$ cat src/rtl/cnn_pkg.sv
// kernel fixed at 3x3 and elements at DATA_W_D bits; data is signed and wraps on overflow
package cnn_pkg;

    // ==================================================
    // default sizes
    // ==================================================
    parameter int ICH_D    = 3;
    parameter int KX_D     = 3;
    parameter int KY_D     = 3;
    parameter int IX_D     = 7;
    parameter int IY_D     = 4;
    parameter int DATA_W_D = 8;

    // taps per kernel window
    parameter int KTAPS = KX_D * KY_D;

    // output position index width, covers OX*OY up to 16
    parameter int POS_W = 4;

    // ==================================================
    // data types
    // ==================================================
    typedef logic signed [DATA_W_D-1:0] elem_t;

    // pixels and weights, row-major, tap 0 is top-left
    typedef struct packed {
        elem_t [KTAPS-1:0] pix;
        elem_t [KTAPS-1:0] wgt;
    } window_t;

    // one window on its way into the MAC
    typedef struct packed {
        logic             valid;
        logic             first;
        logic             last;
        logic [POS_W-1:0] pos;
        window_t          win;
    } mac_req_t;

    // one kernel result, same tags as the request
    typedef struct packed {
        logic             valid;
        logic             first;
        logic             last;
        logic [POS_W-1:0] pos;
        elem_t            sum;
    } mac_res_t;

endpackage

$ cat src/rtl/input_frame_regs.sv
// holds map and weights for a whole frame; loads only while the sequencer accepts a strobe
`timescale 1ns/1ps

module input_frame_regs
    import cnn_pkg::*;
#(
    parameter int ICH    = ICH_D,
    parameter int IX     = IX_D,
    parameter int IY     = IY_D,
    parameter int DATA_W = DATA_W_D
) (
    input  logic                           clk,
    input  logic                           reset_n,
    input  logic                           i_soft_reset,
    input  logic                           i_start,
    input  logic [ICH*IX*IY*DATA_W-1:0]    i_in_fmap,
    input  logic [ICH*KTAPS*DATA_W-1:0]    i_cnn_weight,
    output logic [ICH*IX*IY*DATA_W-1:0]    o_fmap,
    output logic [ICH*KTAPS*DATA_W-1:0]    o_weight
);

    // ==================================================
    // frame storage
    // ==================================================
    always_ff @(posedge clk or negedge reset_n) begin
        if (!reset_n) begin
            o_fmap   <= '0;
            o_weight <= '0;
        end else if (i_soft_reset) begin
            o_fmap   <= '0;
            o_weight <= '0;
        end else if (i_start) begin
            // snapshot at acceptance, outside may change inputs afterwards
            o_fmap   <= i_in_fmap;
            o_weight <= i_cnn_weight;
        end
    end

endmodule

$ cat config.mk
export PLATFORM = sky130hd
export DESIGN_NAME = input_frame_regs
export DESIGN_NICKNAME = d
export VERILOG_FILES = /design/src/rtl/cnn_pkg.sv /design/src/rtl/input_frame_regs.sv
export SDC_FILE = /design/constraint.sdc
export NUM_CORES = 1
export LEC_CHECK = 0
export ABC_AREA = 1
export BUFFER_PORTS_ARGS = -buffer_cell sky130_fd_sc_hd__buf_2
export CORE_AREA = 4 4 692 694
export CTS_CLUSTER_SIZE = 14
export DETAILED_ROUTE_END_ITERATION = 8
export DIE_AREA = 0 0 696 698
export SETUP_SLACK_MARGIN = 0.15
export SLEW_MARGIN = 20
export SYNTH_ARGS = -nofsm -noshare
export SYNTH_HDL_FRONTEND = slang
export SYNTH_SLANG_ARGS = --single-unit
$ cat constraint.sdc
create_clock -name clk -period 0.8 [get_ports clk]
set_input_delay 0.04 -clock clk [delete_from_list [all_inputs] [get_ports clk]]
set_output_delay 0.04 -clock clk [all_outputs]
set_load 0.1 [all_outputs]
==> reports/results.tsv <==
metric	value	unit
ant_nets	0	
netlist.top_cell.by_area	dfrtp_1	
clkTransAtPathRegs	0.06	ns
fin_ws	-0.884	ns
period_share	2.11	
die_y	698	um
cts_tree	yes	
drt_wl_total	411000	um
grt_usage	0.162	
overflow	0	
core	473000	um2
insertion_delay	0.87	ns
setup_violations	992	
max-slew-margin-rel	0.704	
synth_top_family_by_area	simple AND/OR/NAND/NOR gates	
postSynthCellCount	3849	
routed_via_density	3.24	
synth_top_area_share	0.639	
drt_iter0_drc	3676	
cp-start-kind	register	
area_growth	161	%
cts_sinks	888	
syn_area_per_cell	9.04	um2
worst-path-buf-inv	1	
synth_compound_area_frac	0	
max-cap-violations	0	
worstPathCellList	buf_12	
ys_warn_count	0	
synthesis.area	34800	um2
violations	hold timing, setup timing	
setup_tns	-710.10	ns
fin_skew	0	ns
synthAdderAreaFrac	0	
critPathSlowestCell	dfrtp_4	
fp-row-count	253	
fin_crit	1.68	ns
grt_max_degree	76	
status	finished with violations	
root_buffer	clkbuf_16	
cp_top_family	flip-flops	
cts_made_buffers	119	
grt_pass1_wl	508000	um
nFillCells	51100	
cp_max_fo	2	
first_pass_iters	6	
final_hold_viol_count	162	
muxShareOfSynthArea	0	
fmax	594	MHz
final_max_slew_viol_count	0	
cts_max_level	3	
required	0.76	ns
drc	0	
antenna_found_initial	253	
fin_cells	13800	
hp-class	primary input to asynchronous set/reset pin	
cellLeakagePower	39.5	nW
wl_per_cell	29.8	um
whs	-0.321	ns
start_util	0.0735	
yosys.area_share.simple	0.320	
arrival	1.64	ns
io_pins	1780	
layout-drive-gt1-share	0.455	
cellPowerDensity	1810	nW/um2
yosysSeqAreaShare	0.639	
placement.io_buffers	1779	
dp_cells	11800	
final_nets	8250	
gp_congestion	1.00	
max_stage_delay	0.53	ns
path_class	register to output port	
cts_buffer_depth	4	
ys_ff_latch	888	
ys_types	10	
syn-num-nets	4741	
max-vdd-ir-drop	1.82	mV
power	165	mW
worst_setup_path_end_kind	output port	
dieArea	486000	um2
dp_hpwl	352000	um
vias	44700	
synthTopCellsByArea	dfrtp_1 (64%), nand2_1 (19%), nand3_1 (13%)	
worst_slew_pin_slew	0.443	ns
synth-xor-area-share	0	
rsz0062_at_grt	true	
chipWidth	696	um
grt_pass1_vias	45800	
-- routing by layer --
layer | track usage | part of all wire | vias up
li1 | - | - | 19500
met2 | 0.267 | 0.46 | 2367
met4 | 0.104 | 0.079 | 106
met1 | 0.158 | 0.33 | 21900
met5 | 0 | 0.0016 | -
met3 | 0.0887 | 0.13 | 820
-- Yosys cell counts --
library cell	number
buf_4	2
nand2_1	1776
nor2_4	1
buf_1	10
dfrtp_1	888
clkbuf_1	35
nand3_1	888
inv_2	1
buf_2	244
buf_6	4
-- where the power goes --
| part | total, mW | switching [mW] | internal [mW] | leakage (nW) |
|---|---|---|---|---|
| clock network | 58.5 | 23.9 | 34.6 | 2.06 |
| registers | 52.4 | 3.40 | 49.0 | 10.3 |
| logic | 53.8 | 34.5 | 19.3 | 27.1 |
-- flip-flops by register name, indices dropped and copies added, names as in the netlist --
name / count
o_fmap: 672
o_weight: 216
-- kinds of logic after synthesis --
| kind of cell | count (synthesis) |
|---|---|
| simple gates | 2665 |
| flops | 888 |
| buf+inv | 296 |
-- through the flow --
stage,instance area (um2),setup slack [ns],hold WS (ns),utilization
after floorplan,38400,-0.0944,-0.256,-
after global routing,90800,-0.986,-0.386,0.192
after detailed placement,69700,-0.646,-0.0784,0.147
final,90900,-0.884,-0.321,0.192
after CTS,89700,-1.02,-0.438,0.190
after global placement,69700,-0.627,-0.0773,0.147
-- placed cells by master (no fill, tap or decap), drive strengths merged --
cell	n
buf	2152
bufinv	14
clkbuf	164
clkinv	26
clkinvlp	7
dfrtp	888
diode	107
dlygate4sd3	1528
inv	10
nand2	1776
nand3	888
nor2	1
-- final timing paths --
| check | from | end | slack [ns] | cells past startpoint |
|---|---|---|---|---|
| setup / recovery | o_fmap[666] | o_fmap[666] | -0.88 | 1 |
| hold / removal | reset_n | o_fmap[363] | -0.32 | 8 |
| setup reg to reg | o_fmap[485] | o_fmap[485] | -0.11 | 3 |
| hold reg to reg | o_fmap[546] | o_fmap[546] | 0.52 | 2 |
| max in group asynchronous | reset_n | o_fmap[366] | 0.24 | 10 |
| min in group clk | i_start | o_fmap[620] | -0.14 | 6 |
-- what timing repair did --
action	in CTS	in global routing
pin swaps	39	1
gates cloned	0	3
setup buffers	19	72
hold buffers	1542	2
setup endpoints to repair	1772	1776
endpoints found under the hold margin	1776	272
resized for setup	47	116
-- layout make-up --
type | count | area (um2) | area share
timing repair buffer | 3683 | 41600 | 0.458
multi-input combinational | 2665 | 11500 | 0.126
tap | 6247 | 7820 | 0.0860
clock buffer | 161 | 3440 | 0.0378
inverter | 1 | 11.3 | 0.000124
sequential | 888 | 25500 | 0.281
antenna | 107 | 268 | 0.00295
clock inverter | 56 | 753 | 0.00829
No activity file was read; power rests on OpenSTA's default activity.
