===== src/rtl/cnn_pkg.sv =====
// kernel fixed at 3x3 and elements at DATA_W_D bits; data is signed and wraps on overflow
package cnn_pkg;

    // ==================================================
    // default sizes
    // ==================================================
    parameter int ICH_D    = 3;
    parameter int KX_D     = 3;
    parameter int KY_D     = 3;
    parameter int IX_D     = 7;
    parameter int IY_D     = 4;
    parameter int DATA_W_D = 8;

    // taps per kernel window
    parameter int KTAPS = KX_D * KY_D;

    // output position index width, covers OX*OY up to 16
    parameter int POS_W = 4;

    // ==================================================
    // data types
    // ==================================================
    typedef logic signed [DATA_W_D-1:0] elem_t;

    // pixels and weights, row-major, tap 0 is top-left
    typedef struct packed {
        elem_t [KTAPS-1:0] pix;
        elem_t [KTAPS-1:0] wgt;
    } window_t;

    // one window on its way into the MAC
    typedef struct packed {
        logic             valid;
        logic             first;
        logic             last;
        logic [POS_W-1:0] pos;
        window_t          win;
    } mac_req_t;

    // one kernel result, same tags as the request
    typedef struct packed {
        logic             valid;
        logic             first;
        logic             last;
        logic [POS_W-1:0] pos;
        elem_t            sum;
    } mac_res_t;

endpackage


===== src/rtl/kernel_mac.sv =====
// fixed one-cycle latency, accepts a window every clock; products and sum wrap to DATA_W
`timescale 1ns/1ps

module kernel_mac
    import cnn_pkg::*;
#(
    parameter int DATA_W = DATA_W_D
) (
    input  logic     clk,
    input  logic     reset_n,
    input  logic     i_soft_reset,
    input  mac_req_t i_req,
    output mac_res_t o_res
);

    logic [DATA_W-1:0] sum_d;
    logic [DATA_W-1:0] sum_q;
    logic              valid_q;
    logic              first_q;
    logic              last_q;
    logic [POS_W-1:0]  pos_q;

    // ==================================================
    // 3x3 multiply-accumulate
    // ==================================================
    always_comb begin
        sum_d = '0;
        for (int t = 0; t < KTAPS; t++) begin
            // low DATA_W bits of each product only
            sum_d = sum_d + DATA_W'(i_req.win.pix[t] * i_req.win.wgt[t]);
        end
    end

    // tags
    always_ff @(posedge clk or negedge reset_n) begin
        if (!reset_n) begin
            valid_q <= 1'b0;
            first_q <= 1'b0;
            last_q  <= 1'b0;
            pos_q   <= '0;
        end else if (i_soft_reset) begin
            valid_q <= 1'b0;
            first_q <= 1'b0;
            last_q  <= 1'b0;
            pos_q   <= '0;
        end else begin
            valid_q <= i_req.valid;
            first_q <= i_req.first;
            last_q  <= i_req.last;
            pos_q   <= i_req.pos;
        end
    end

    // result word, qualified by valid_q
    always_ff @(posedge clk) begin
        sum_q <= sum_d;
    end

    assign o_res = '{valid: valid_q, first: first_q, last: last_q, pos: pos_q, sum: sum_q};

endmodule


===== config.mk =====
export PLATFORM = sky130hd
export DESIGN_NAME = kernel_mac
export DESIGN_NICKNAME = d
export VERILOG_FILES = /design/src/rtl/cnn_pkg.sv /design/src/rtl/kernel_mac.sv
export SDC_FILE = /design/constraint.sdc
export NUM_CORES = 1
export LEC_CHECK = 0
export BUFFER_PORTS_ARGS = -buffer_cell sky130_fd_sc_hd__buf_4
export CORE_MARGIN = 2
export CORE_UTILIZATION = 50
export DETAILED_ROUTE_END_ITERATION = 8
export PLACE_DENSITY_LB_ADDON = 0.08
export SLEW_MARGIN = 20
export SYNTH_ARGS = -nofsm -noshare
export SYNTH_HDL_FRONTEND = slang
export SYNTH_SLANG_ARGS = --single-unit

===== constraint.sdc =====
create_clock -name clk -period 0.8 [get_ports clk]
set_input_delay 0.08 -clock clk [delete_from_list [all_inputs] [get_ports clk]]
set_output_delay 0.08 -clock clk [all_outputs]
set_load 0.01 [all_outputs]

==> results.yml <==
route:
  drt-initial-drc-count: 271
  detail_route.wirelength_um: 25800
  drc: 0
  wl_met1_um: 11820
  met3_length_um: 1060
  top_signal_layer_used: "met4"
  route.detailed.vias_per_inst: 4.616
  first_pass_iters: 4
  num_vias: 7571
  wl_met2_um: 12690
  detail-route-antenna-nets: 0
  wire_per_inst_um: 15.73
timing:
  setup_violations: 16
  min_period_ns: 6.741
  final-max-slew-violation-count: 0
  tightest_slew_ns: 0.3490
  totalNegativeSetupSlack_ns: -31.74
  worst_slew_margin_rel: 0.7656
  hold_ws_ns: 0.04742
  setup_ws_ns: -5.941
  finalCritPeriodShare: 8.426
  fmax_mhz: 148.3
  rsz_0062_raised_after_global_routing: "yes"
  final_hold_viol_count: 0
clock_network:
  clkTransAtPathRegs_ns: 0.06
  tritoncts_clock_tree: "yes"
  cts_root_buffer: "sky130_fd_sc_hd__clkbuf_16"
  tritoncts.num_buffers: 3
  clock_path_buffers: 2
  cts_sinks: 15
  ctsHtreeMaxLevel: 1
pwr:
  design_power_total_mw: 51.37
  static-leakage-power_nw: 6.660
  ir_drop_mv: 5.053
  power_density_nw_per_um2: 3915
setup_path:
  critPathRequiredTime_ns: 0.94
  startpoint_type: "input pin"
  critical_path.max_fanout: 3
  setup.worst_path.class: "in -> reg"
  arrival_time_reported_for_the_critical_path_endpoint_ns: 6.88
  crit_path_end_kind: "flop"
status:
  failing_checks: "negative setup slack"
  outcome: "complete, but fails checks"
finish:
  finalNetCount: 1859
  finish.instance_area_um2: 13120
  commonest_non_fill_non_tap_cell_in_the_layout: "sky130_fd_sc_hd__buf_4"
  layout.cells.non_filler: 1640
  seq_area_um2: 335.3
  drive_above_1_share: 0.2855
  multi_input_gate_area_in_the_final_layout_um2: 8964
  final_util: 0.6945
  layout.cells.most_common_list: "sky130_fd_sc_hd__buf_4, sky130_fd_sc_hd__inv_1, sky130_fd_sc_hd__fa_1"
  n_antenna_cell: 0
  layout-area-overhead-vs-synth_pct: 35.30
  fillerInstances: 1564
floorplanning:
  num_rows: 50
  die_area_um2: 20530
  core_region_um2: 18890
  start_util: 0.5133
  die_w_um: 143.3
  top_level_ports: 169
  die_height_um: 143.3
global_route:
  grt_pass1_vias: 8393
  grt_max_degree: 10
  globalRouteOverflowTotal: 0
  grt_usage: 0.2650
  grt_first_pass_wirelength_um: 41660
  grt_antenna_before_repair: 0
run:
  max-cap-violations: 0
yosys:
  yosys_most_used_dff: "sky130_fd_sc_hd__dfxtp_1"
  ys_async_sr_fraction: 0.4667
  netlist_instances: 1074
  synth_cell_type_count: 16
  post_synth_instance_area_um2: 9698
  synth_edf_count: 0
  syn-mean-instance-area_um2: 9.030
  ys_ff_latch: 15
  synth_fp_nets: 1552
  synth-warning-count: 0
  synth_seq_area_share: 0.03458
placed_design:
  numPlacedInstances: 1633
  finalWeightedCongestion: 0.8893
  port-buffer-count: 168
  dp_worst_setup_slack_ns: -6.245
  detailedPlacementHpwl_um: 23330
  post_dp_cell_area_um2: 12510
min_path:
  class_of_the_most_critical_hold_timing_path: "in -> reg"
==> per-layer routing <==
| layer | vias to the layer above | GRT usage |
|---|---|---|
| met5 | - | 0 |
| met4 | 0 | 0.02528 |
| met3 | 13 | 0.01777 |
| met2 | 156 | 0.4639 |
| met1 | 3646 | 0.3759 |
| li1 | 3756 | - |
==> what timing repair did <==
| item | in CTS | in global routing |
|---|---|---|
| setup buffers | 1 | 1 |
| pin swaps | 50 | 39 |
| setup endpoints to repair | 16 | 16 |
| endpoints found under the hold margin | 7 | 0 |
| gates cloned | 0 | 0 |
| resized for setup | 55 | 51 |
| hold buffers | 1 | 0 |
==> cell usage after synthesis, drive strengths merged, types with 3 or more instances <==
cell type  count  area (um2)
nor2b         13       83.83
xor2          25       219.0
dfxtp          8       160.2
nand2b         3       18.77
fa           170        3403
inv          245       919.6
buf            3       22.52
dfrtp          7       175.2
xnor3          3       67.56
and2         163        1020
ha           154        1927
nand2        152       570.6
xnor2        124        1086
==> flip-flops by register name, indices dropped and copies added (netlist names) <==
signal	flops
first_q	1
last_q	1
pos_q	4
sum_q	8
valid_q	1
==> where the power goes <==
part	internal (mW)	switching, mW	leakage, nW
clock	0.669	0.345	0.0409
sequential	1.20	0.0803	0.158
combinational	24.9	24.1	6.46
total	26.8	24.6	6.66
==> kinds of logic after synthesis <==
| family | share of synthesized area |
|---|---|
| AO/OA/AOI/OAI | 0.002580 |
| XOR/XNOR | 0.1415 |
| adder cells (fa/ha/maj) | 0.5496 |
| buffers and inverters | 0.09715 |
| AND/OR/NAND/NOR | 0.1746 |
| flip-flops | 0.03458 |
==> worst max-delay path, cell delays in order <==
cell                      delay (ns)
sky130_fd_sc_hd__buf_4          0.13
sky130_fd_sc_hd__and2_4         0.15
sky130_fd_sc_hd__fa_1           0.53
sky130_fd_sc_hd__inv_1          0.06
sky130_fd_sc_hd__fa_1           0.52
sky130_fd_sc_hd__fa_1           0.54
sky130_fd_sc_hd__inv_1          0.05
sky130_fd_sc_hd__fa_1           0.45
sky130_fd_sc_hd__fa_1           0.51
sky130_fd_sc_hd__fa_1           0.43
sky130_fd_sc_hd__fa_1           0.51
sky130_fd_sc_hd__fa_1           0.43
sky130_fd_sc_hd__fa_1           0.49
sky130_fd_sc_hd__inv_1          0.05
sky130_fd_sc_hd__fa_1           0.49
sky130_fd_sc_hd__inv_2          0.05
sky130_fd_sc_hd__ha_4           0.21
sky130_fd_sc_hd__a21o_1         0.18
sky130_fd_sc_hd__a21oi_4        0.16
sky130_fd_sc_hd__xnor2_2        0.15
sky130_fd_sc_hd__xnor2_2        0.14
sky130_fd_sc_hd__xnor2_1        0.15
sky130_fd_sc_hd__xnor3_1        0.24
sky130_fd_sc_hd__xnor3_1        0.18
==> path summary, 6_finish.rpt <==
kind	start	end	slack, ns	depth (start not counted)
max	i_req[29]	sum_q[7]	-5.94	24
min	i_soft_reset	valid_q	0.05	2
max in group asynchronous	reset_n	pos_q[3]	0.50	2
min in group asynchronous	reset_n	last_q	0.18	2
==> final cells by class <==
class,count,share of cell area
Tap cell,260,0.02479
Multi-Input combinational cell,811,0.6831
Clock buffer,3,0.005721
Timing Repair Buffer,305,0.1901
Inverter,245,0.07028
Sequential cell,15,0.02556
Clock inverter,1,0.0003814
Power figures use the tool's default switching activity.
