--- src/rtl/cnn_pkg.sv ---
// kernel fixed at 3x3 and elements at DATA_W_D bits; data is signed and wraps on overflow
package cnn_pkg;

    // ==================================================
    // default sizes
    // ==================================================
    parameter int ICH_D    = 3;
    parameter int KX_D     = 3;
    parameter int KY_D     = 3;
    parameter int IX_D     = 7;
    parameter int IY_D     = 4;
    parameter int DATA_W_D = 8;

    // taps per kernel window
    parameter int KTAPS = KX_D * KY_D;

    // output position index width, covers OX*OY up to 16
    parameter int POS_W = 4;

    // ==================================================
    // data types
    // ==================================================
    typedef logic signed [DATA_W_D-1:0] elem_t;

    // pixels and weights, row-major, tap 0 is top-left
    typedef struct packed {
        elem_t [KTAPS-1:0] pix;
        elem_t [KTAPS-1:0] wgt;
    } window_t;

    // one window on its way into the MAC
    typedef struct packed {
        logic             valid;
        logic             first;
        logic             last;
        logic [POS_W-1:0] pos;
        window_t          win;
    } mac_req_t;

    // one kernel result, same tags as the request
    typedef struct packed {
        logic             valid;
        logic             first;
        logic             last;
        logic [POS_W-1:0] pos;
        elem_t            sum;
    } mac_res_t;

endpackage

--- src/rtl/channel_accumulator.sv ---
// expects channel 0 of a position before the others; output map held until next pulse
`timescale 1ns/1ps

module channel_accumulator
    import cnn_pkg::*;
#(
    parameter int IX     = IX_D,
    parameter int IY     = IY_D,
    parameter int DATA_W = DATA_W_D
) (
    input  logic                                       clk,
    input  logic                                       reset_n,
    input  logic                                       i_soft_reset,
    input  mac_res_t                                   i_res,
    output logic                                       o_ot_valid,
    output logic [(IX-KX_D+1)*(IY-KY_D+1)*DATA_W-1:0]  o_ot_ci_acc
);

    localparam int OX = IX - KX_D + 1;
    localparam int OY = IY - KY_D + 1;

    logic [OX*OY*DATA_W-1:0] work_map;
    logic [OX*OY*DATA_W-1:0] next_map;

    // ==================================================
    // in-place channel sum
    // ==================================================
    always_comb begin
        int base;
        base     = int'(i_res.pos) * DATA_W;
        next_map = work_map;
        if (i_res.valid) begin
            if (i_res.first) begin
                // channel 0 starts the position afresh
                next_map[base +: DATA_W] = i_res.sum;
            end else begin
                next_map[base +: DATA_W] = work_map[base +: DATA_W] + i_res.sum;
            end
        end
    end

    always_ff @(posedge clk) begin
        work_map <= next_map;
    end

    // ==================================================
    // output register and pulse
    // ==================================================
    always_ff @(posedge clk or negedge reset_n) begin
        if (!reset_n) begin
            o_ot_valid  <= 1'b0;
            o_ot_ci_acc <= '0;
        end else if (i_soft_reset) begin
            o_ot_valid  <= 1'b0;
            o_ot_ci_acc <= '0;
        end else begin
            o_ot_valid <= i_res.valid && i_res.last;
            // final window of the frame completes the map with this update
            if (i_res.valid && i_res.last) begin
                o_ot_ci_acc <= next_map;
            end
        end
    end

endmodule

--- config.mk ---
export PLATFORM = sky130hd
export DESIGN_NAME = channel_accumulator
export DESIGN_NICKNAME = d
export VERILOG_FILES = /design/src/rtl/cnn_pkg.sv /design/src/rtl/channel_accumulator.sv
export SDC_FILE = /design/constraint.sdc
export NUM_CORES = 1
export LEC_CHECK = 0
export BUFFER_PORTS_ARGS = -buffer_cell sky130_fd_sc_hd__buf_2
export CAP_MARGIN = 10
export CORE_MARGIN = 5
export CORE_UTILIZATION = 40
export DETAILED_ROUTE_END_ITERATION = 6
export GPL_TIMING_DRIVEN = 0
export PLACE_DENSITY = 0.61
export SLEW_MARGIN = 30
export SYNTH_ARGS = -nofsm -noshare
export SYNTH_HDL_FRONTEND = slang
export SYNTH_SLANG_ARGS = --single-unit
--- constraint.sdc ---
create_clock -name clk -period 9.4 [get_ports clk]
set_input_delay 0.47 -clock clk [delete_from_list [all_inputs] [get_ports clk]]
set_output_delay 0.47 -clock clk [all_outputs]
set_load 0.02 [all_outputs]
==> results_dict.tcl <==
set metrics [dict create \
    setup_viol 0 \
    io_pins 99 \
    cts_tree "done" \
    vias 6632 \
    finalCritPeriodShare 0.486 \
    wirelength_um 24800 \
    crit_path_frequent_cell "buf_2" \
    p_total_uw 1820 \
    fin_skew_ns 0.00939 \
    area_growth_pct 19.1 \
    critPathArrivalTime_ns 4.89 \
    dp.final_hpwl_um 18300 \
    synth_flop_cell "dfrtp_1" \
    worstPathCellList "buf_2 > buf_6 > buf_2 > buf_1 > mux2_2 > a221oi_1 > a21oi_1 > ha_1 > a211oi_1 > o21ai_0 > a211oi_2 > nor2_1 > mux2_1 > o21ba_1" \
    slowest_stage "a211oi_2" \
    worst_pin_slew_ns 0.935 \
    outcome "complete, no violations" \
    cts_setup_buffers 0 \
    cts-htree-levels 4 \
    dieArea_um2 21900 \
    rsz0062_at_grt "false" \
    start_util 0.406 \
    cts_root_buffer "clkbuf_16" \
    viasPerCell 5.76 \
    hold_class "in2reg" \
    grt_remaining_overflow 0 \
    synthArstFlopShare 0.503 \
    n_antenna_cell 0 \
    drcViolationCount 0 \
    critPathLaunchType "input pin" \
    grt_pass1_wl_um 37600 \
    required_ns 9.72 \
    slowest_delay_ns 0.79 \
    power_density_nw_per_um2 201 \
    numPortBuffers 96 \
    gp_congestion 0.974 \
    synthesis.nets 818 \
    synth_edf_count 0 \
    path_delay_family "compound AO/OA/AOI/OAI gates" \
    num_rows 50 \
    cts.path.max_buffers 2 \
    worstSetupPathType "in2reg" \
    antenna_found_initial 0 \
    cp_max_fo 10 \
    grt_start_max_net_pins 53 \
    crit_buf_inv 4 \
    hold_violations 0 \
    final_cell_mix "nand2_1 (132), buf_2 (106), dfrtp_1 (81)" \
    dr.pass1.iters 7 \
    slew_violations 0 \
    syn_area_per_cell_um2 9.66 \
    fmax_mhz 219 \
    yosysWarnings 0 \
    drive_gt1_frac 0.215 \
    leakage_uw 0.00408 \
    ys_ff_latch 161 \
    synth_cell_types 67 \
    finalCriticalPeriod_ns 4.57 \
    insertion_delay_ns 0.44 \
    drtAntennaViolNets 0 \
    fin_nets 935 \
    synthesis.area_um2 7600 \
    routedWlPerCell_um 21.6 \
    final_common_cell "nand2_1" \
    die_x_um 148 \
    synth.yosys.seq_area_share 0.477 \
    core-area_um2 18700 \
    synth_cells 787 \
    die_h_um 148 \
    vdd_drop_max_uv 160 \
    initialDrtViolationCount 645 \
    fill_cells 1774 \
    setup-tns-final_ns 0 \
    cts_made_buffers 17 \
    maxCapViolCount 0 \
    grt.total_usage 0.227 \
    slew_headroom 0.359 \
    end_kind "flip-flop" \
    grt_pass1_vias 6498 \
    cts.clk_slew.worst_paths_ns 0.06 \
    cts.sinks 161 \
]
-- logic make-up (layout without fill, tap and decap cells) --
kind of cell	after synthesis	after routing	share of synthesized area
fa+ha+maj	13	13	0.0224
simple gates	272	272	0.157
compound gates	205	205	0.188
mux	58	58	0.109
xor+xnor	5	5	0.00757
buf+inv	73	203	0.0393
flops	161	161	0.477
-- metal layers --
metal / wire length [um] / part of all wire / up-vias / track usage
met2: 10900 / 0.44 / 308 / 0.343
met3: 2080 / 0.084 / 49 / 0.0481
met5: 0 / 0 / - / 0
met4: 738 / 0.030 / 0 / 0.0947
met1: 11100 / 0.45 / 3202 / 0.316
li1: - / - / 3073 / -
-- where the power goes --
part / internal (uW) / switching, uW / total (uW) / leakage (uW)
clock network: 427 / 308 / 735 / 0.000300
registers: 748 / 34.7 / 783 / 0.00175
logic: 108 / 194 / 302 / 0.00202
-- final cells by class --
cell class,count,area [um2],area share
sequential,161,3630,0.401
multi-input combinational,553,3690,0.407
clock buffer,17,425,0.0470
buffer,59,246,0.0272
clock inverter,15,198,0.0218
timing repair buffer,98,524,0.0579
tap,234,293,0.0323
inverter,14,52.6,0.00580
-- cell usage after synthesis, types with 4 or more instances --
cell / n / area share
o2111ai_1: 4 / 0.0046
mux2i_1: 12 / 0.016
o21a_1: 7 / 0.0069
a221oi_1: 9 / 0.010
o31ai_1: 41 / 0.040
mux2_1: 7 / 0.010
o21ba_2: 7 / 0.0092
o32ai_1: 5 / 0.0058
clkbuf_1: 40 / 0.020
inv_1: 11 / 0.0054
mux2_2: 20 / 0.030
dfxtp_1: 80 / 0.21
buf_2: 11 / 0.0072
a21oi_1: 39 / 0.026
nand2b_1: 14 / 0.012
a31oi_1: 4 / 0.0033
o21ai_1: 4 / 0.0026
nor2_1: 68 / 0.034
ha_1: 12 / 0.020
nand2_1: 132 / 0.065
o21ba_1: 7 / 0.0092
nand3_1: 7 / 0.0046
mux4_2: 16 / 0.047
buf_1: 6 / 0.0030
o211a_1: 10 / 0.013
nor3_1: 22 / 0.014
nand4_1: 6 / 0.0049
o21ai_0: 46 / 0.030
dfrtp_1: 81 / 0.27
-- registers in the layout, summed over array words and instances (netlist names) --
| name | cells |
|---|---|
| o_ot_ci_acc | 80 |
| work_map | 80 |
| o_ot_valid | 1 |
-- path summary, 6_finish.rpt --
path,start,to,slack (ns),cells after the start
max in group asynchronous,reset_n,o_ot_ci_acc[50],8.35,3
min in group asynchronous,reset_n,o_ot_ci_acc[61],0.48,2
hold reg to reg,work_map[15],work_map[15],0.48,2
setup reg to reg,work_map[25],o_ot_ci_acc[37],5.57,10
hold / removal,i_res[12],o_ot_ci_acc[23],0.44,4
setup / recovery,i_res[8],o_ot_ci_acc[37],4.83,14
-- worst register-to-register path: cells and delay by family, from the launching register on --
family / cells / cell delay (ns)
compound gates: 6 / 2.05
mux: 2 / 0.84
fa+ha+maj: 1 / 0.36
flops: 1 / 0.32
simple gates: 1 / 0.15
-- through the flow --
step	util	hold slack (ns)	area, um2	setup slack, ns	instances
3_5_place_dp	0.450	0.379	8410	4.45	1118
5_1_grt	0.484	0.438	9060	4.51	1151
2_1_floorplan	-	0.174	7600	5.47	787
4_1_cts	0.484	0.410	9050	4.89	1151
6_report	0.484	0.435	9060	4.83	1151
3_3_place_gp	0.448	0.447	8380	4.19	1117
-- what timing repair did --
action | 4_1_cts | 5_1_grt
endpoints found under the hold margin | 29 | 0
resized for setup | 0 | 0
hold buffers | 1 | 0
No activity file was read; power rests on OpenSTA's default activity.
